$ cat src/control_pkg.sv
// Control package with field types, CPU state enum, opcode, funct, ALU, extend and lane codes
`default_nettype none

package control_pkg;

    typedef logic [5:0] opcode_t;     // Primary opcode
    typedef logic [5:0] funct_t;      // R-type function field
    typedef logic [4:0] rt_field_t;   // REGIMM rt field
    typedef logic [3:0] alu_op_t;
    typedef logic [3:0] byte_en_t;
    typedef logic [2:0] extend_op_t;
    typedef logic [1:0] md_op_t;

    typedef enum logic [3:0] {
        halt   = 4'd0,
        fetch  = 4'd1,
        decode = 4'd2,
        exec1  = 4'd3,
        exec2  = 4'd4
    } cpu_state_t;

    // Primary opcodes
    localparam opcode_t op_rtype  = 6'b000000;
    localparam opcode_t op_regimm = 6'b000001;
    localparam opcode_t op_j      = 6'b000010;
    localparam opcode_t op_jal    = 6'b000011;
    localparam opcode_t op_beq    = 6'b000100;
    localparam opcode_t op_bne    = 6'b000101;
    localparam opcode_t op_blez   = 6'b000110;
    localparam opcode_t op_bgtz   = 6'b000111;
    localparam opcode_t op_addiu  = 6'b001001;
    localparam opcode_t op_slti   = 6'b001010;
    localparam opcode_t op_sltiu  = 6'b001011;
    localparam opcode_t op_andi   = 6'b001100;
    localparam opcode_t op_ori    = 6'b001101;
    localparam opcode_t op_xori   = 6'b001110;
    localparam opcode_t op_lui    = 6'b001111;
    localparam opcode_t op_lb     = 6'b100000;
    localparam opcode_t op_lh     = 6'b100001;
    localparam opcode_t op_lw     = 6'b100011;
    localparam opcode_t op_lbu    = 6'b100100;
    localparam opcode_t op_lhu    = 6'b100101;
    localparam opcode_t op_sb     = 6'b101000;
    localparam opcode_t op_sh     = 6'b101001;
    localparam opcode_t op_sw     = 6'b101011;

    // R-type function codes
    localparam funct_t fn_sll   = 6'b000000;
    localparam funct_t fn_srl   = 6'b000010;
    localparam funct_t fn_sra   = 6'b000011;
    localparam funct_t fn_sllv  = 6'b000100;
    localparam funct_t fn_srlv  = 6'b000110;
    localparam funct_t fn_srav  = 6'b000111;
    localparam funct_t fn_jr    = 6'b001000;
    localparam funct_t fn_jalr  = 6'b001001;
    localparam funct_t fn_mfhi  = 6'b010000;
    localparam funct_t fn_mthi  = 6'b010001;
    localparam funct_t fn_mflo  = 6'b010010;
    localparam funct_t fn_mtlo  = 6'b010011;
    localparam funct_t fn_mult  = 6'b011000;
    localparam funct_t fn_multu = 6'b011001;
    localparam funct_t fn_div   = 6'b011010;
    localparam funct_t fn_divu  = 6'b011011;
    localparam funct_t fn_addu  = 6'b100001;
    localparam funct_t fn_subu  = 6'b100011;
    localparam funct_t fn_and   = 6'b100100;
    localparam funct_t fn_or    = 6'b100101;
    localparam funct_t fn_xor   = 6'b100110;
    localparam funct_t fn_slt   = 6'b101010;
    localparam funct_t fn_sltu  = 6'b101011;

    // ALU control codes
    localparam alu_op_t alu_add    = 4'b0000;
    localparam alu_op_t alu_sub_eq = 4'b0001;
    localparam alu_op_t alu_funct  = 4'b0010;   // ALU decodes the funct field itself
    localparam alu_op_t alu_and    = 4'b0100;
    localparam alu_op_t alu_or     = 4'b0101;
    localparam alu_op_t alu_xor    = 4'b0110;
    localparam alu_op_t alu_slt    = 4'b0111;
    localparam alu_op_t alu_ne     = 4'b1000;
    localparam alu_op_t alu_gtz    = 4'b1001;
    localparam alu_op_t alu_lez    = 4'b1010;
    localparam alu_op_t alu_regimm = 4'b1011;
    localparam alu_op_t alu_sltu   = 4'b1100;

    // Load extension, bit 1 selects byte, bit 0 selects sign
    localparam extend_op_t ext_none   = 3'b000;
    localparam extend_op_t ext_half_u = 3'b100;
    localparam extend_op_t ext_half_s = 3'b101;
    localparam extend_op_t ext_byte_u = 3'b110;
    localparam extend_op_t ext_byte_s = 3'b111;

    // Mult/div unit operations
    localparam md_op_t md_mthi = 2'b00;
    localparam md_op_t md_mtlo = 2'b01;
    localparam md_op_t md_mult = 2'b10;
    localparam md_op_t md_div  = 2'b11;

    // REGIMM linking branches
    localparam rt_field_t rt_bltzal = 5'b10000;
    localparam rt_field_t rt_bgezal = 5'b10001;

    // Bus byte lane patterns
    localparam byte_en_t be_word = 4'b1111;
    localparam byte_en_t be_byte = 4'b0001;
    localparam byte_en_t be_half = 4'b0011;

endpackage

`default_nettype wire

$ cat src/cpu_state_seq.sv
// CPU state sequencer with waitrequest stalls and pcwrite strobe
`timescale 1ns/100ps
`default_nettype none

module cpu_state_seq (
    input  wire logic               clk,
    input  wire logic               reset,
    input  wire logic               waitrequest,
    input  wire logic               memread,
    output control_pkg::cpu_state_t state,
    output logic                    pcwrite
);

    import control_pkg::*;

    always_ff @(posedge clk) begin
        if (reset) begin
            state <= halt;
        end else begin
            case (state)
                halt: state <= fetch;
                fetch: begin
                    if (!waitrequest) begin   // Instruction word has arrived
                        state <= decode;
                    end
                end
                decode: state <= exec1;
                exec1: begin
                    if (!memread || !waitrequest) begin   // Only a load read can stall here
                        state <= exec2;
                    end
                end
                exec2: begin
                    if (!waitrequest) begin
                        state <= fetch;
                    end
                end
                default: state <= halt;
            endcase
        end
    end

    // PC advances on the last cycle of the instruction
    assign pcwrite = (state == exec2) && !waitrequest;

endmodule

`default_nettype wire

$ cat src/funct_decoder.sv
// R-type funct decoder for function classes and mult/div controls
`timescale 1ns/100ps
`default_nettype none

module funct_decoder (
    input  wire control_pkg::funct_t fun,
    output logic                     arith,
    output logic                     regjump,
    output logic                     mult_div,
    output logic                     div_mult_signed,
    output logic                     hitoreg,
    output logic                     lotoreg,
    output logic                     jalr,
    output control_pkg::md_op_t      div_mult_op
);

    import control_pkg::*;

    always_comb begin
        arith           = 1'b0;
        regjump         = 1'b0;
        mult_div        = 1'b0;
        div_mult_signed = 1'b0;
        hitoreg         = 1'b0;
        lotoreg         = 1'b0;
        jalr            = 1'b0;
        div_mult_op     = md_mthi;
        case (fun)
            fn_addu, fn_subu, fn_and, fn_or, fn_xor, fn_slt, fn_sltu,
            fn_sll, fn_srl, fn_sra, fn_sllv, fn_srlv, fn_srav: begin
                arith = 1'b1;   // Plain register result
            end
            fn_mfhi: begin
                arith   = 1'b1;
                hitoreg = 1'b1;
            end
            fn_mflo: begin
                arith   = 1'b1;
                lotoreg = 1'b1;
            end
            fn_jr: regjump = 1'b1;
            fn_jalr: begin
                arith   = 1'b1;   // Return address goes to rd
                regjump = 1'b1;
                jalr    = 1'b1;
            end
            fn_mthi: mult_div = 1'b1;
            fn_mtlo: begin
                mult_div    = 1'b1;
                div_mult_op = md_mtlo;
            end
            fn_mult, fn_multu: begin
                mult_div        = 1'b1;
                div_mult_op     = md_mult;
                div_mult_signed = (fun == fn_mult);
            end
            fn_div, fn_divu: begin
                mult_div        = 1'b1;
                div_mult_op     = md_div;
                div_mult_signed = (fun == fn_div);
            end
            default: ;
        endcase
    end

endmodule

`default_nettype wire

$ cat src/opcode_decoder.sv
// Opcode decoder for datapath steering and instruction kind flags
`timescale 1ns/100ps
`default_nettype none

module opcode_decoder (
    input  wire control_pkg::cpu_state_t state,
    input  wire control_pkg::opcode_t    opcode,
    input  wire control_pkg::rt_field_t  branch_func,
    input  wire logic                    regjump,
    input  wire logic                    jalr,
    input  wire logic                    arith,
    output control_pkg::alu_op_t         alu_op,
    output logic                         alu_src,
    output logic                         signed_imm,
    output logic                         jump,
    output logic                         branch,
    output logic                         regdst,
    output logic                         memtoreg,
    output logic                         regtojump,
    output logic                         link,
    output logic                         reg_link,
    output logic                         loadimmed,
    output control_pkg::extend_op_t      extend_op,
    output logic                         is_load,
    output logic                         store_byte,
    output logic                         store_half,
    output logic                         is_store,
    output logic                         writes_reg
);

    import control_pkg::*;

    logic branchlink;

    assign branchlink = (branch_func == rt_bltzal) || (branch_func == rt_bgezal);

    always_comb begin
        alu_op     = alu_add;
        alu_src    = 1'b0;
        signed_imm = 1'b0;
        jump       = 1'b0;
        branch     = 1'b0;
        regdst     = 1'b0;
        memtoreg   = 1'b0;
        regtojump  = 1'b0;
        link       = 1'b0;
        reg_link   = 1'b0;
        loadimmed  = 1'b0;
        extend_op  = ext_none;
        is_load    = 1'b0;
        store_byte = 1'b0;
        store_half = 1'b0;
        is_store   = 1'b0;
        writes_reg = 1'b0;
        if (state == exec1 || state == exec2) begin   // Fetch and decode keep defaults
            // Every kept opcode except R-type and the register branches takes an immediate
            alu_src = !(opcode inside {op_rtype, op_beq, op_bne, op_j, op_jal});
            case (opcode)
                op_rtype: begin
                    alu_op     = alu_funct;
                    regdst     = 1'b1;
                    jump       = regjump;
                    regtojump  = regjump;
                    link       = jalr;
                    reg_link   = jalr;
                    writes_reg = arith;
                end
                op_addiu, op_slti, op_sltiu: begin
                    signed_imm = 1'b1;
                    writes_reg = 1'b1;
                    alu_op     = (opcode == op_slti)  ? alu_slt  :
                                 (opcode == op_sltiu) ? alu_sltu : alu_add;
                end
                op_andi, op_ori, op_xori: begin
                    writes_reg = 1'b1;
                    alu_op     = (opcode == op_andi) ? alu_and :
                                 (opcode == op_ori)  ? alu_or  : alu_xor;
                end
                op_lui: begin
                    loadimmed  = 1'b1;
                    is_load    = 1'b1;   // Issues a bus read like a load
                    writes_reg = 1'b1;
                end
                op_beq: begin
                    alu_op = alu_sub_eq;
                    branch = 1'b1;
                end
                op_bne: begin
                    alu_op = alu_ne;
                    branch = 1'b1;
                end
                op_bgtz: begin
                    alu_op = alu_gtz;
                    branch = 1'b1;
                end
                op_blez: begin
                    alu_op = alu_lez;
                    branch = 1'b1;
                end
                op_regimm: begin
                    alu_op     = alu_regimm;   // ALU picks the condition from rt
                    branch     = 1'b1;
                    link       = branchlink;
                    writes_reg = branchlink;
                end
                op_lb, op_lbu, op_lh, op_lhu, op_lw: begin
                    is_load    = 1'b1;
                    writes_reg = 1'b1;
                    memtoreg   = (opcode == op_lw);
                    case (opcode)
                        op_lb:   extend_op = ext_byte_s;
                        op_lbu:  extend_op = ext_byte_u;
                        op_lh:   extend_op = ext_half_s;
                        op_lhu:  extend_op = ext_half_u;
                        default: extend_op = ext_none;
                    endcase
                end
                op_sb, op_sh, op_sw: begin
                    regdst     = 1'b1;
                    is_store   = 1'b1;
                    store_byte = (opcode == op_sb);
                    store_half = (opcode == op_sh);
                end
                op_j: jump = 1'b1;
                op_jal: begin
                    jump       = 1'b1;
                    link       = 1'b1;   // Return address into r31
                    writes_reg = 1'b1;
                end
                default: ;   // Unknown opcode acts as a no-op
            endcase
        end
    end

endmodule

`default_nettype wire

$ cat src/state_gate.sv
// State gating of memory, register and instruction register strobes, plus store byte lanes
`timescale 1ns/100ps
`default_nettype none

module state_gate (
    input  wire control_pkg::cpu_state_t state,
    input  wire logic                    is_load,
    input  wire logic                    is_store,
    input  wire logic                    store_byte,
    input  wire logic                    store_half,
    input  wire logic                    writes_reg,
    input  wire logic                    mult_div,
    input  wire logic [1:0]              address_align,
    output logic                         memread,
    output logic                         memwrite,
    output logic                         regwrite,
    output logic                         inwrite,
    output logic                         pctoadd,
    output logic                         div_mult_en,
    output logic                         bytewrite,
    output logic                         halfwrite,
    output control_pkg::byte_en_t        byteenable
);

    import control_pkg::*;

    logic in_exec;

    assign in_exec = (state == exec1) || (state == exec2);

    // Reads stall the bus, so only fetch and load execution request one
    assign memread     = (state == fetch) || ((state == exec1) && is_load);
    assign inwrite     = (state == decode);
    assign pctoadd     = (state == fetch) || (state == decode);   // PC drives the address
    assign div_mult_en = (state == exec1) && mult_div;
    assign regwrite    = (state == exec2) && writes_reg;   // Result is settled by exec2
    assign memwrite    = (state == exec2) && is_store;

    always_comb begin
        byteenable = be_word;
        bytewrite  = 1'b0;
        halfwrite  = 1'b0;
        if (in_exec && store_byte) begin
            byteenable = be_byte << address_align;
            bytewrite  = 1'b1;
            halfwrite  = 1'b1;
        end else if (in_exec && store_half) begin
            byteenable = be_half << address_align;   // Upper lane drops off at offset 3
            halfwrite  = 1'b1;
        end
    end

endmodule

`default_nettype wire

$ cat src/control_unit.sv
// Control unit top joining the state sequencer, funct and opcode decoders and state gating
`timescale 1ns/100ps
`default_nettype none

module control_unit (
    input  wire logic                   clk,
    input  wire logic                   reset,
    input  wire control_pkg::opcode_t   opcode,
    input  wire control_pkg::funct_t    fun,
    input  wire control_pkg::rt_field_t branch_func,
    input  wire logic                   waitrequest,
    input  wire logic [1:0]             address_align,
    output control_pkg::byte_en_t       byteenable,
    output logic                        bytewrite,
    output logic                        halfwrite,
    output control_pkg::alu_op_t        alu_op,
    output logic                        alu_src,
    output logic                        signed_imm,
    output logic                        jump,
    output logic                        branch,
    output logic                        memread,
    output logic                        memwrite,
    output logic                        regdst,
    output logic                        memtoreg,
    output logic                        regwrite,
    output logic                        inwrite,
    output logic                        pctoadd,
    output logic                        pcwrite,
    output logic                        regtojump,
    output logic                        div_mult_en,
    output logic                        div_mult_signed,
    output control_pkg::md_op_t         div_mult_op,
    output logic                        hitoreg,
    output logic                        lotoreg,
    output logic                        link,
    output logic                        reg_link,
    output logic                        loadimmed,
    output control_pkg::extend_op_t     extend_op,
    output control_pkg::cpu_state_t     state
);

    logic arith;        // R-type function writes rd
    logic regjump;
    logic mult_div;
    logic jalr;
    logic is_load;
    logic is_store;
    logic store_byte;
    logic store_half;
    logic writes_reg;

    cpu_state_seq u_seq (
        .clk         (clk),
        .reset       (reset),
        .waitrequest (waitrequest),
        .memread     (memread),
        .state       (state),
        .pcwrite     (pcwrite)
    );

    funct_decoder u_funct (
        .fun             (fun),
        .arith           (arith),
        .regjump         (regjump),
        .mult_div        (mult_div),
        .div_mult_signed (div_mult_signed),
        .hitoreg         (hitoreg),
        .lotoreg         (lotoreg),
        .jalr            (jalr),
        .div_mult_op     (div_mult_op)
    );

    opcode_decoder u_opcode (
        .state       (state),
        .opcode      (opcode),
        .branch_func (branch_func),
        .regjump     (regjump),
        .jalr        (jalr),
        .arith       (arith),
        .alu_op      (alu_op),
        .alu_src     (alu_src),
        .signed_imm  (signed_imm),
        .jump        (jump),
        .branch      (branch),
        .regdst      (regdst),
        .memtoreg    (memtoreg),
        .regtojump   (regtojump),
        .link        (link),
        .reg_link    (reg_link),
        .loadimmed   (loadimmed),
        .extend_op   (extend_op),
        .is_load     (is_load),
        .store_byte  (store_byte),
        .store_half  (store_half),
        .is_store    (is_store),
        .writes_reg  (writes_reg)
    );

    state_gate u_gate (
        .state         (state),
        .is_load       (is_load),
        .is_store      (is_store),
        .store_byte    (store_byte),
        .store_half    (store_half),
        .writes_reg    (writes_reg),
        .mult_div      (mult_div),
        .address_align (address_align),
        .memread       (memread),
        .memwrite      (memwrite),
        .regwrite      (regwrite),
        .inwrite       (inwrite),
        .pctoadd       (pctoadd),
        .div_mult_en   (div_mult_en),
        .bytewrite     (bytewrite),
        .halfwrite     (halfwrite),
        .byteenable    (byteenable)
    );

endmodule

`default_nettype wire

$ cat config.mk
export PLATFORM = sky130hd
export DESIGN_NAME = control_unit
export DESIGN_NICKNAME = d
export VERILOG_FILES = /design/src/control_pkg.sv /design/src/cpu_state_seq.sv /design/src/funct_decoder.sv /design/src/opcode_decoder.sv /design/src/state_gate.sv /design/src/control_unit.sv
export SDC_FILE = /design/constraint.sdc
export NUM_CORES = 1
export LEC_CHECK = 0
export ABC_AREA = 1
export ABC_CLOCK_PERIOD_IN_PS = 1550
export BUFFER_PORTS_ARGS = -buffer_cell sky130_fd_sc_hd__buf_2
export CAP_MARGIN = 20
export CORE_MARGIN = 3
export CORE_UTILIZATION = 41
export DETAILED_ROUTE_END_ITERATION = 10
export PLACE_DENSITY = 0.85
export SYNTH_ARGS = -nofsm -noshare
export SYNTH_HDL_FRONTEND = slang
export SYNTH_HIERARCHICAL = 1
export SYNTH_SLANG_ARGS = --single-unit
$ cat constraint.sdc
create_clock -name clk -period 1.55 [get_ports clk]
set_input_delay 0.2325 -clock clk [delete_from_list [all_inputs] [get_ports clk]]
set_output_delay 0.2325 -clock clk [all_outputs]
set_load 0.02 [all_outputs]
==> summary.txt, run 1 <==
Status
  • Status: finished, violations left
  • Failing checks: negative setup slack

Timing
  • Unrepaired setup endpoints after global routing: yes
  • Fin crit period: 1.76 ns
  • Tcrit/Tclk final: 114%
  • Hold slack final: 0.265 ns
  • Final hold vios: 0
  • Final count of pins violating max slew: 0
  • Final setup violation count: 29
  • Final worst slack: -0.213 ns
  • Worst Skew: 0.00470 ns
  • Fmax: 0.567 GHz

Global routing
  • Gr ovfl total: 0
  • Largest net degree at the start of global routing: 11
  • Gr usage total: 22.4%
  • Vias in the first global route: 1,544
  • Initial antenna violation count: 0
  • First-pass GRT wire length: 6270 µm

Setup path
  • Crit start category: flop
  • Crit Path Category: reg2out
  • Slowest-stage cell, CP: dfxtp_4
  • Crit-path cells: inv_4 -> o21ai_2 -> nand2_2 -> or2_1 -> nand3_1 -> nand3_1 -> nand2_2 -> buf_6
  • WP data arrival: 1.53 ns
  • CP Capture Type: primary output
  • Worst Path Required: 1.32 ns
  • Crit Path Max Fanout: 5
  • Delay of the slowest critical-path stage: 0.35 ns

Yosys
  • Post-Syn Nets: 256
  • Cell variety after synth: 25
  • Mapped Cells: 230
  • Sequential fraction of the synthesis area: 5.28%
  • Asr flop ratio synth: 0%
  • Synth cell count leaders: 53 x nand2_1, 41 x inv_1, 41 x nor2_1, 22 x nand3_1, 10 x a21oi_1
  • Post-synth top flop: dfxtp_1
  • Register bit count reported by yosys: 3
  • Post-synth EDFFs: 0
  • Synth top area share: 17.5%
  • Syn Std Cell Area: 1140 µm²
  • Mean Syn Cell Area: 4.94 µm²
  • Synth area leaders: nand2_1 17%, inv_1 14%, nor2_1 14%
  • Yosys top cell by area: nand2_1
  • Synth Warn #: 6
  • Most numerous cell in the Yosys netlist: nand2_1

Clock tree
  • Clock Latency Late Sink: 0.23 ns
  • Max H-tree Level: 1
  • CTS Hold Bufs: 0
  • Clk pin slew, worst setup/hold paths: 0.04 ns
  • TritonCTS buffer count: 3
  • Clk root buf: clkbuf_4
  • CTS tree: done
  • Clock sinks: 3
  • Clock Path Buffers: 2

Placement
  • Dpl cell area: 1770 µm²
  • Worst slack at placement: -0.175 ns
  • I/O Buffers: 58
  • DP HPWL: 2970 µm
  • Routability Congestion: 0.889

Finish
  • Area Growth Syn to Fin: 84.7%
  • Final Net Count: 362
  • Biggest register: u_seq/state
  • Number of flip-flops in the largest register: 3
  • Multi-input logic area: 1020 µm²
  • Share of post-route cells with drive strength above 1: 51.3%
  • Design area: 2100 µm²
  • Reg area: 71.3 µm²
  • Filler instances: 181
  • Largest regs: u_seq/state x3
  • Core Util, Final: 81.8%
  • N_diodes: 0

Floorplanning
  • Starting Density: 44.3%
  • Die Height: 58.7 µm
  • Rows: 18
  • Num ports: 61
  • Core Region: 2570 µm²
  • Die Width: 58.7 µm
  • Full die area: 3440 µm²

Drt
  • DR WL/cell: 11.0 µm
  • Antenna Nets Post-Route: 0
  • DRT iter0 DRCs: 75
  • DR vias/cell: 4.88
  • Drt pass-1 iters: 4
  • Via count: 1,781
  • Final wirelength: 4030 µm
  • DRC viols: 0

Power and ir drop
  • Static Leak: 1.19 nW
  • VDD IR max: 0.667 mV
  • Power per standard cell area: 382 nW/µm²

Run
  • Maxcap violations: 0

Min path
  • Hold Path Class: in2reg
[timing repair]
| item | CTS | global route |
|---|---|---|
| setup buffers | 5 | 0 |
| resized for setup | 45 | 43 |
| cloned | 1 | 0 |
| pin swaps | 16 | 15 |
| setup endpoints to repair | 30 | 30 |
[through the flow]
stage          instances  setup TNS [ns]  total power [mW]
6_report             365           -4.06             0.803
3_3_place_gp         355           -1.26             0.551
2_1_floorplan        230          -0.277             0.377
4_1_cts              365           -4.63             0.760
3_5_place_dp         355           -1.40             0.562
5_1_grt              365           -6.71             0.866
[critical path, delay by kind of cell (launching register included)]
kind | cells | cell delay [ns]
simple gates | 5 | 0.64
flops | 1 | 0.35
buf+inv | 2 | 0.15
compound gates | 1 | 0.17
[kinds of logic after synthesis]
kind of cell | Yosys count | synth area share, %
DFF | 3 | 5.28
buffers and inverters | 49 | 16.6
AOI/OAI and AO/OA | 22 | 11.1
other | 1 | 0.330
and+or+nand+nor | 151 | 62.3
adders and majority gates | 4 | 4.40
[layout make-up]
type | instances | share of cell area [%]
multi-input combinational | 179 | 48.6
timing repair buffer | 102 | 36.1
inverter | 47 | 8.87
sequential | 3 | 3.39
tap | 30 | 1.79
clock buffer | 4 | 1.25
[where the power goes]
group | switching, mW | internal, mW
sequential | 0.00951 | 0.0923
combinational | 0.337 | 0.228
clock | 0.0408 | 0.0965
[routing by layer]
layer	up-vias	GRT usage, %	part of all wire, %
met2	73	43.1	51
met4	0	3.88	0.84
met1	781	27.6	43
li1	923	-	-
met5	-	0	0
met3	4	1.10	5.9
[final timing paths]
kind | slack [ns] | to | from | depth (start not counted)
setup reg to reg | -0.17 | u_seq/state[1] | u_seq/state[2] | 12
hold reg to reg | 0.71 | u_seq/state[0] | u_seq/state[0] | 4
hold / removal | 0.27 | u_seq/state[0] | reset | 4
setup / recovery | -0.21 | memread | u_seq/state[2] | 8
[placed cells by master (no fill, tap or decap), types with 2 or more instances in the layout]
cell	count
buf_4	56
nand2_1	48
inv_1	34
nor2_1	33
buf_2	30
nand3_1	20
buf_6	14
nand2_2	12
inv_2	10
nor2_2	10
nor2_4	7
a21oi_2	7
nor3_1	6
o21ai_2	4
nand2_4	4
o21ai_0	4
ha_1	4
clkbuf_4	3
nor3_2	3
dfxtp_4	3
buf_8	2
inv_4	2
nand3b_1	2
nand3_2	2
a21oi_1	2
o22ai_1	2
or2_1	2
nand4_1	2
Power figures use the tool's default switching activity.
==> run 2: changes to the inputs <==
--- a/config.mk
+++ b/config.mk
@@ -9,11 +9,10 @@
 export ABC_CLOCK_PERIOD_IN_PS = 1550
 export BUFFER_PORTS_ARGS = -buffer_cell sky130_fd_sc_hd__buf_2
 export CAP_MARGIN = 20
-export CORE_MARGIN = 3
-export CORE_UTILIZATION = 41
+export CORE_MARGIN = 1.5
+export CORE_UTILIZATION = 38
 export DETAILED_ROUTE_END_ITERATION = 10
-export PLACE_DENSITY = 0.85
+export PLACE_DENSITY = 0.84
 export SYNTH_ARGS = -nofsm -noshare
 export SYNTH_HDL_FRONTEND = slang
-export SYNTH_HIERARCHICAL = 1
 export SYNTH_SLANG_ARGS = --single-unit
==> summary.txt, run 2 <==
Status
  • Status: finished, violations left
  • Failing checks: negative setup slack

Yosys
  • Sequential fraction of the synthesis area: 6.37%
  • Cell variety after synth: 36
  • Most numerous cell in the Yosys netlist: nor2_1
  • Asr flop ratio synth: 0%
  • Post-synth top flop: dfxtp_1
  • Synth Warn #: 0
  • Synth area leaders: nor2_1 12%, inv_1 12%, nand2_1 11%
  • Mapped Cells: 162
  • Synth cell count leaders: 30 x nor2_1, 29 x inv_1, 27 x nand2_1, 9 x nand3_1, 7 x nand2_2
  • Post-synthesis adder-cell area fraction: 5.31%
  • Post-synth EDFFs: 0
  • Mux contribution to synthesized area: 0%
  • Compound-Gate Fraction of Synth Area: 15.5%
  • Syn Std Cell Area: 943 µm²
  • Simple logic cell fraction of the synthesized area: 56.4%
  • Yosys top cell by area: nor2_1
  • Largest family of logic cells by synthesized area: simple AND/OR/NAND/NOR gates
  • Synth top area share: 11.9%
  • Synth Area in XOR/XNOR: 0%
  • Register bit count reported by yosys: 3
  • Post-Syn Nets: 188
  • Mean Syn Cell Area: 5.82 µm²

Finish
  • Most common cell after layout, fill and taps aside: buf_4
  • Number of flip-flops in the largest register: 3
  • Design area: 1980 µm²
  • Area Growth Syn to Fin: 110%
  • Share of post-route cells with drive strength above 1: 62.2%
  • N_diodes: 0
  • Largest regs: u_seq.state x3
  • Biggest register: u_seq.state
  • Commonest cells after routing, fill and taps aside: 43 x buf_4, 31 x buf_2, 26 x inv_1
  • Final Net Count: 289
  • Core Util, Final: 87.0%

Clock tree
  • Clock Latency Late Sink: 0.23 ns
  • TritonCTS buffer count: 3
  • Max H-tree Level: 1
  • CTS tree: done
  • CTS Hold Bufs: 0
  • Clock sinks: 3
  • Clk pin slew, worst setup/hold paths: 0.04 ns
  • Clk root buf: clkbuf_4
  • Clock Path Buffers: 2

Placement
  • Routability Congestion: 0.821
  • I/O Buffers: 58
  • Worst slack at placement: -0.00759 ns
  • DP HPWL: 2490 µm
  • Dpl cell area: 1580 µm²

Drt
  • DRT iter0 DRCs: 52
  • DR WL/cell: 13.9 µm
  • Antenna Nets Post-Route: 0
  • Via count: 1,534
  • DR vias/cell: 5.29
  • Final wirelength: 4030 µm
  • DRC viols: 0
  • Drt pass-1 iters: 5

Min path
  • Hold path endpoint: u_seq.state[2]
  • Min-Delay Path Depth: 4
  • Hold Startpoint: reset
  • Hold Path Class: in2reg

Setup path
  • Worst Path Required: 1.32 ns
  • Slowest-stage cell, CP: dfxtp_4
  • RR Startpoint: u_seq.state[2]
  • Crit-path cells: inv_4 -> nor3_4 -> inv_4 -> nand2_8 -> nand4_1 -> o22ai_1 -> inv_1 -> buf_2
  • R2R cell count: 8
  • Flop-to-flop setup slack: 0.24 ns
  • WP data arrival: 1.56 ns
  • Crit Path Category: reg2out
  • CP Capture Type: primary output
  • Crit Path Max Fanout: 8
  • Most Frequent Cell on Critical Path: inv_4
  • Delay of the slowest critical-path stage: 0.38 ns
  • Crit start category: flop
  • RR Endpoint: u_seq.state[2]

Power and ir drop
  • Clock Power Share: 16.0%
  • Static Leak: 0.969 nW
  • Share of power burned in registers: 12.7%
  • Gate power share: 71.3%
  • Sw power: 0.429 mW
  • VDD IR max: 0.535 mV
  • Net Sw Frac: 48.6%
  • Total power: 0.882 mW
  • Int Power: 0.453 mW
  • Power per standard cell area: 445 nW/µm²

Floorplanning
  • Die Height: 52.8 µm
  • Rows: 17
  • Die Width: 52.8 µm
  • Num ports: 61
  • Starting Density: 41.5%
  • Full die area: 2790 µm²
  • Core Region: 2280 µm²

Timing
  • Fmax: 0.557 GHz
  • Setup TNS: -3.95 ns
  • Fin crit period: 1.80 ns
  • Final setup violation count: 26
  • Worst Skew: 0.00297 ns
  • Final hold vios: 0
  • Tcrit/Tclk final: 116%
  • Unrepaired setup endpoints after global routing: yes
  • Final count of pins violating max slew: 0
  • Final worst slack: -0.246 ns

Global routing
  • Initial antenna violation count: 0
  • Gr ovfl total: 0
  • Gr usage total: 23.3%
  • Largest net degree at the start of global routing: 9
  • Vias in the first global route: 1,237
  • First-pass GRT wire length: 5060 µm

Run
  • Maxcap violations: 0
==> run 2: worst max path at each step <==
stage,from,endpoint,depth (start not counted)
after floorplan,u_seq.state[2],byteenable[0],7
after CTS,u_seq.state[2],byteenable[2],8
final,u_seq.state[2],byteenable[1],8
after global routing,u_seq.state[2],byteenable[1],8
after global placement,u_seq.state[2],alu_op[1],7
after detailed placement,u_seq.state[2],alu_op[1],7
==> run 2: logic make-up after synthesis <==
group / after synthesis
other: 1
and+or+nand+nor: 98
AOI/OAI and AO/OA: 20
buffers and inverters: 36
adders and majority gates: 4
DFF: 3
==> run 2: through the flow <==
step | std cells | hold slack (ns)
detailed placement | 277 | 0.503
finish | 290 | 0.288
global route | 290 | 0.295
CTS | 283 | 0.267
global placement | 277 | 0.498
floorplan | 162 | 0.396
==> run 2: area by class of cell <==
class / instances / area, µm²
clock buffer: 4 / 26.3
fill: 123 / 295
inverter: 34 / 138
multi-input combinational: 123 / 957
sequential: 3 / 71.3
tap: 28 / 35.0
timing repair buffer: 98 / 753
==> run 2: routing by layer <==
| layer | vias to the layer above | share of wire (%) | global-route usage [%] |
|---|---|---|---|
| li1 | 727 | - | - |
| met5 | - | 0 | 0 |
| met4 | 0 | 1.7 | 2.14 |
| met3 | 10 | 7.0 | 1.71 |
| met1 | 714 | 38 | 29.0 |
| met2 | 83 | 54 | 44.4 |
==> run 2: power by group through the flow <==
stage	clock (mW)	sequential (mW)	combinational, mW
2_1_floorplan	0	0.126	0.277
3_3_place_gp	0	0.110	0.485
3_5_place_dp	0	0.111	0.496
4_1_cts	0.135	0.112	0.525
5_1_grt	0.152	0.112	0.670
6_report	0.141	0.112	0.629
==> run 2: worst max-delay path: cells and delay by family (launching register included) <==
family,cells,cell delay (ns)
DFF,1,0.38
AOI/OAI and AO/OA,1,0.15
and+or+nand+nor,3,0.44
buffers and inverters,4,0.37
==> run 2: repair_timing <==
item | 4_1_cts | 5_1_grt
resized for setup | 38 | 50
pin swaps | 4 | 10
setup buffers | 2 | 7
endpoints found under the setup margin | 27 | 28
cloned | 0 | 0
==> run 3: changes to the inputs <==
--- a/config.mk
+++ b/config.mk
@@ -7,12 +7,13 @@
 export LEC_CHECK = 0
 export ABC_AREA = 1
 export ABC_CLOCK_PERIOD_IN_PS = 1550
-export BUFFER_PORTS_ARGS = -buffer_cell sky130_fd_sc_hd__buf_2
+export BUFFER_PORTS_ARGS = -buffer_cell sky130_fd_sc_hd__clkbuf_2
 export CAP_MARGIN = 20
 export CORE_MARGIN = 1.5
 export CORE_UTILIZATION = 38
 export DETAILED_ROUTE_END_ITERATION = 10
 export PLACE_DENSITY = 0.84
+export SETUP_SLACK_MARGIN = 0.5
 export SYNTH_ARGS = -nofsm -noshare
 export SYNTH_HDL_FRONTEND = slang
 export SYNTH_SLANG_ARGS = --single-unit
==> summary.txt, run 3 <==
Clock tree
  • CTS Hold Bufs: 0
  • Post-CTS Resized: 104
  • Post-CTS Setup Bufs: 15
  • TritonCTS buffer count: 3
  • Max H-tree Level: 1
  • Clk root buf: clkbuf_4
  • Clock sinks: 3
  • Clock Path Buffers: 2

Yosys
  • Largest family of logic cells by synthesized area: simple AND/OR/NAND/NOR gates
  • Synth Area in XOR/XNOR: 0%
  • Compound-Gate Fraction of Synth Area: 15.5%
  • Mux contribution to synthesized area: 0%
  • Yosys top cell by area: nor2_1
  • Sequential fraction of the synthesis area: 6.37%
  • Cell variety after synth: 36
  • Post-Syn Nets: 188
  • Post-synth top flop: dfxtp_1
  • Most numerous cell in the Yosys netlist: nor2_1
  • Mapped Cells: 162
  • Mean Syn Cell Area: 5.82 µm²
  • Synth area leaders: nor2_1 12%, inv_1 12%, nand2_1 11%
  • Asr flop ratio synth: 0%
  • Synth cell count leaders: 30 x nor2_1, 29 x inv_1, 27 x nand2_1, 9 x nand3_1, 7 x nand2_2
  • Post-synth EDFFs: 0
  • Syn Std Cell Area: 943 µm²
  • Register bit count reported by yosys: 3
  • Simple logic cell fraction of the synthesized area: 56.4%
  • Synth Warn #: 0
  • Synth top area share: 11.9%
  • Post-synthesis adder-cell area fraction: 5.31%

Placement
  • # placed instances: 284
  • DP HPWL: 2750 µm
  • Routability Congestion: 0.870
  • Dpl cell area: 1760 µm²
  • I/O Buffers: 58

Floorplanning
  • Num ports: 61
  • Starting Density: 41.5%
  • Rows: 17
  • Die Width: 52.8 µm
  • Die Height: 52.8 µm

Status
  • Status: stopped before the end
  • Stop stage: clock tree synthesis
  • Stop err: [ERROR DPL-0038] Utilization greater than 100%, impossible to legalize
run 3: cell families after synthesis:
kind of cell,after synthesis
AND/OR/NAND/NOR,98
flip-flops,3
adder cells (fa/ha/maj),4
other,1
buffers and inverters,36
AO/OA/AOI/OAI,20
run 3: stage by stage:
stage / util (%) / setup TNS [ns] / hold slack, ns / worst slack (ns)
2_1_floorplan: - / -0.00345 / 0.394 / -0.00345
3_3_place_gp: 77.2 / -0.319 / 0.513 / -0.0834
3_5_place_dp: 77.2 / -0.801 / 0.517 / -0.139
==> run 4: changes to the inputs <==
--- a/config.mk
+++ b/config.mk
@@ -6,14 +6,13 @@
 export NUM_CORES = 1
 export LEC_CHECK = 0
 export ABC_AREA = 1
-export ABC_CLOCK_PERIOD_IN_PS = 1550
+export ABC_CLOCK_PERIOD_IN_PS = 2000
 export BUFFER_PORTS_ARGS = -buffer_cell sky130_fd_sc_hd__clkbuf_2
 export CAP_MARGIN = 20
-export CORE_MARGIN = 1.5
-export CORE_UTILIZATION = 38
+export CORE_AREA = 2 2 63 65
 export DETAILED_ROUTE_END_ITERATION = 10
-export PLACE_DENSITY = 0.84
-export SETUP_SLACK_MARGIN = 0.5
+export DIE_AREA = 0 0 65 67
+export PLACE_DENSITY_LB_ADDON = 0.15
 export SYNTH_ARGS = -nofsm -noshare
 export SYNTH_HDL_FRONTEND = slang
 export SYNTH_SLANG_ARGS = --single-unit
==> constraint.sdc (replaced) <==
create_clock -name clk -period 2 [get_ports clk]
set_input_delay 0.3 -clock clk [delete_from_list [all_inputs] [get_ports clk]]
set_output_delay 0.3 -clock clk [all_outputs]
set_load 0.02 [all_outputs]
==> summary.txt, run 4 (synthesized netlist as in run 2, its figures left out) <==
Finish
  • Share of post-route cells with drive strength above 1: 43.3%
  • Multi-input logic area: 747 µm²
  • Biggest register: u_seq.state
  • N_diodes: 0
  • Commonest cells after routing, fill and taps aside: 58 x clkbuf_2, 30 x nor2_1, 29 x inv_1
  • Most common cell after layout, fill and taps aside: clkbuf_2
  • Area Growth Syn to Fin: 43.6%
  • Largest regs: u_seq.state x3
  • Final Net Count: 251
  • Filler instances: 423
  • Number of flip-flops in the largest register: 3
  • Reg area: 65.1 µm²
  • Core Util, Final: 37.6%

Drt
  • Drt pass-1 iters: 5
  • Antenna Nets Post-Route: 0
  • DRT iter0 DRCs: 39
  • Via count: 1,226
  • DRC viols: 0
  • DR vias/cell: 4.51
  • Final wirelength: 2830 µm
  • DR WL/cell: 10.4 µm

Timing
  • Setup TNS: 0 ns
  • Fmax: 0.531 GHz
  • Final setup violation count: 0
  • Unrepaired setup endpoints after global routing: no
  • Fin crit period: 1.88 ns
  • Tcrit/Tclk final: 94.2%
  • Worst Skew: 0.00270 ns
  • Final count of pins violating max slew: 0
  • Final hold vios: 0

Floorplanning
  • Num ports: 61
  • Core Region: 3610 µm²
  • Starting Density: 26.2%
  • Die Height: 67 µm
  • Die Width: 65 µm
  • Full die area: 4360 µm²
  • Rows: 22

Setup path
  • RR Endpoint: u_seq.state[1]
  • Crit Path Category: reg2out
  • Largest delay contributor family on the critical path: simple AND/OR/NAND/NOR gates
  • Worst Path Required: 1.70 ns
  • Slowest-stage cell, CP: dfxtp_4
  • Crit path capture: byteenable[3]
  • RR Startpoint: u_seq.state[1]
  • Delay of the slowest critical-path stage: 0.36 ns
  • Crit start category: flop
  • Crit Path Max Fanout: 8
  • Buf+Inv Stages, Crit Path: 4
  • WP depth: 8
  • CP Capture Type: primary output
  • Flop-to-flop setup slack: 0.75 ns
  • Crit-path cells: inv_2 -> nor3_4 -> inv_4 -> nand2_8 -> nand4_1 -> o22ai_1 -> inv_1 -> clkbuf_2
  • R2R cell count: 6
  • WP data arrival: 1.58 ns
  • CP Launch Point: u_seq.state[2]

Global routing
  • Initial antenna violation count: 0
  • Vias in the first global route: 1,054
  • Largest net degree at the start of global routing: 13
  • First-pass GRT wire length: 4510 µm
  • Gr ovfl total: 0
  • Gr usage total: 12.9%

Min path
  • Hold Path Class: in2reg

Status
  • Status: finished, final reports clean

Clock tree
  • Clock sinks: 3
  • Max H-tree Level: 1
  • Clock Path Buffers: 2
  • CTS tree: done
  • Clk root buf: clkbuf_8
  • Clock Latency Late Sink: 0.22 ns
  • TritonCTS buffer count: 3
  • CTS Hold Bufs: 0
  • Clk pin slew, worst setup/hold paths: 0.03 ns

Run
  • Maxcap violations: 0

Placement
  • Routability Congestion: 0.881
  • DP HPWL: 2430 µm
  • I/O Buffers: 58

Power and ir drop
  • Static Leak: 0.710 nW
  • Total power: 0.559 mW
  • VDD IR max: 0.138 mV
  • Power per standard cell area: 413 nW/µm²
==> run 4: repair_timing <==
| item | CTS | global route |
|---|---|---|
| setup buffers | 0 | 0 |
| setup endpoints to repair | 0 | 5 |
| gates resized for setup | 0 | 5 |
==> run 4: final cells by class <==
type | instances | share of cell area [%]
sequential | 3 | 4.80
tap | 48 | 4.43
inverter | 34 | 9.79
timing repair buffer | 60 | 22.5
multi-input combinational | 123 | 55.1
clock buffer | 4 | 3.32
==> run 4: how the worst min path moves through the flow <==
stage               cells past startpoint   startpoint        endpoint
floorplan                               3  waitrequest  u_seq.state[0]
detailed placement                      4        reset  u_seq.state[1]
global placement                        4        reset  u_seq.state[1]
finish                                  4        reset  u_seq.state[2]
CTS                                     4        reset  u_seq.state[1]
global route                            4        reset  u_seq.state[2]
==> run 4: power by group <==
group | leakage [nW] | switching [mW] | internal [mW]
clock network | 0.0228 | 0.0426 | 0.136
logic | 0.661 | 0.197 | 0.0952
registers | 0.0257 | 0.0175 | 0.0703
total | 0.710 | 0.257 | 0.302
==> run 4: per-stage QoR <==
stage	std cells	worst slack (ns)	cell area, µm²	hold WS, ns
finish	272	0.115	1360	0.358
CTS	272	0.0418	1340	0.364
floorplan	162	0.154	943	0.471
global route	272	0.0121	1360	0.398
global placement	268	0.201	1290	0.591
detailed placement	268	0.183	1290	0.579
==> run 4: worst register-to-register path, stage by stage (launching register included) <==
cell and delay [ns]:
dfxtp_1 0.47, inv_1 0.13, nor3_1 0.24, inv_1 0.07
nand2_1 0.09, inv_1 0.06, a21oi_2 0.12
==> run 4: metal layers <==
layer | wire, µm | global-route usage, %
met5 | 0 | 0
met4 | 10 | 3.19
met2 | 1390 | 21.9
met3 | 189 | 2.87
met1 | 1240 | 16.3
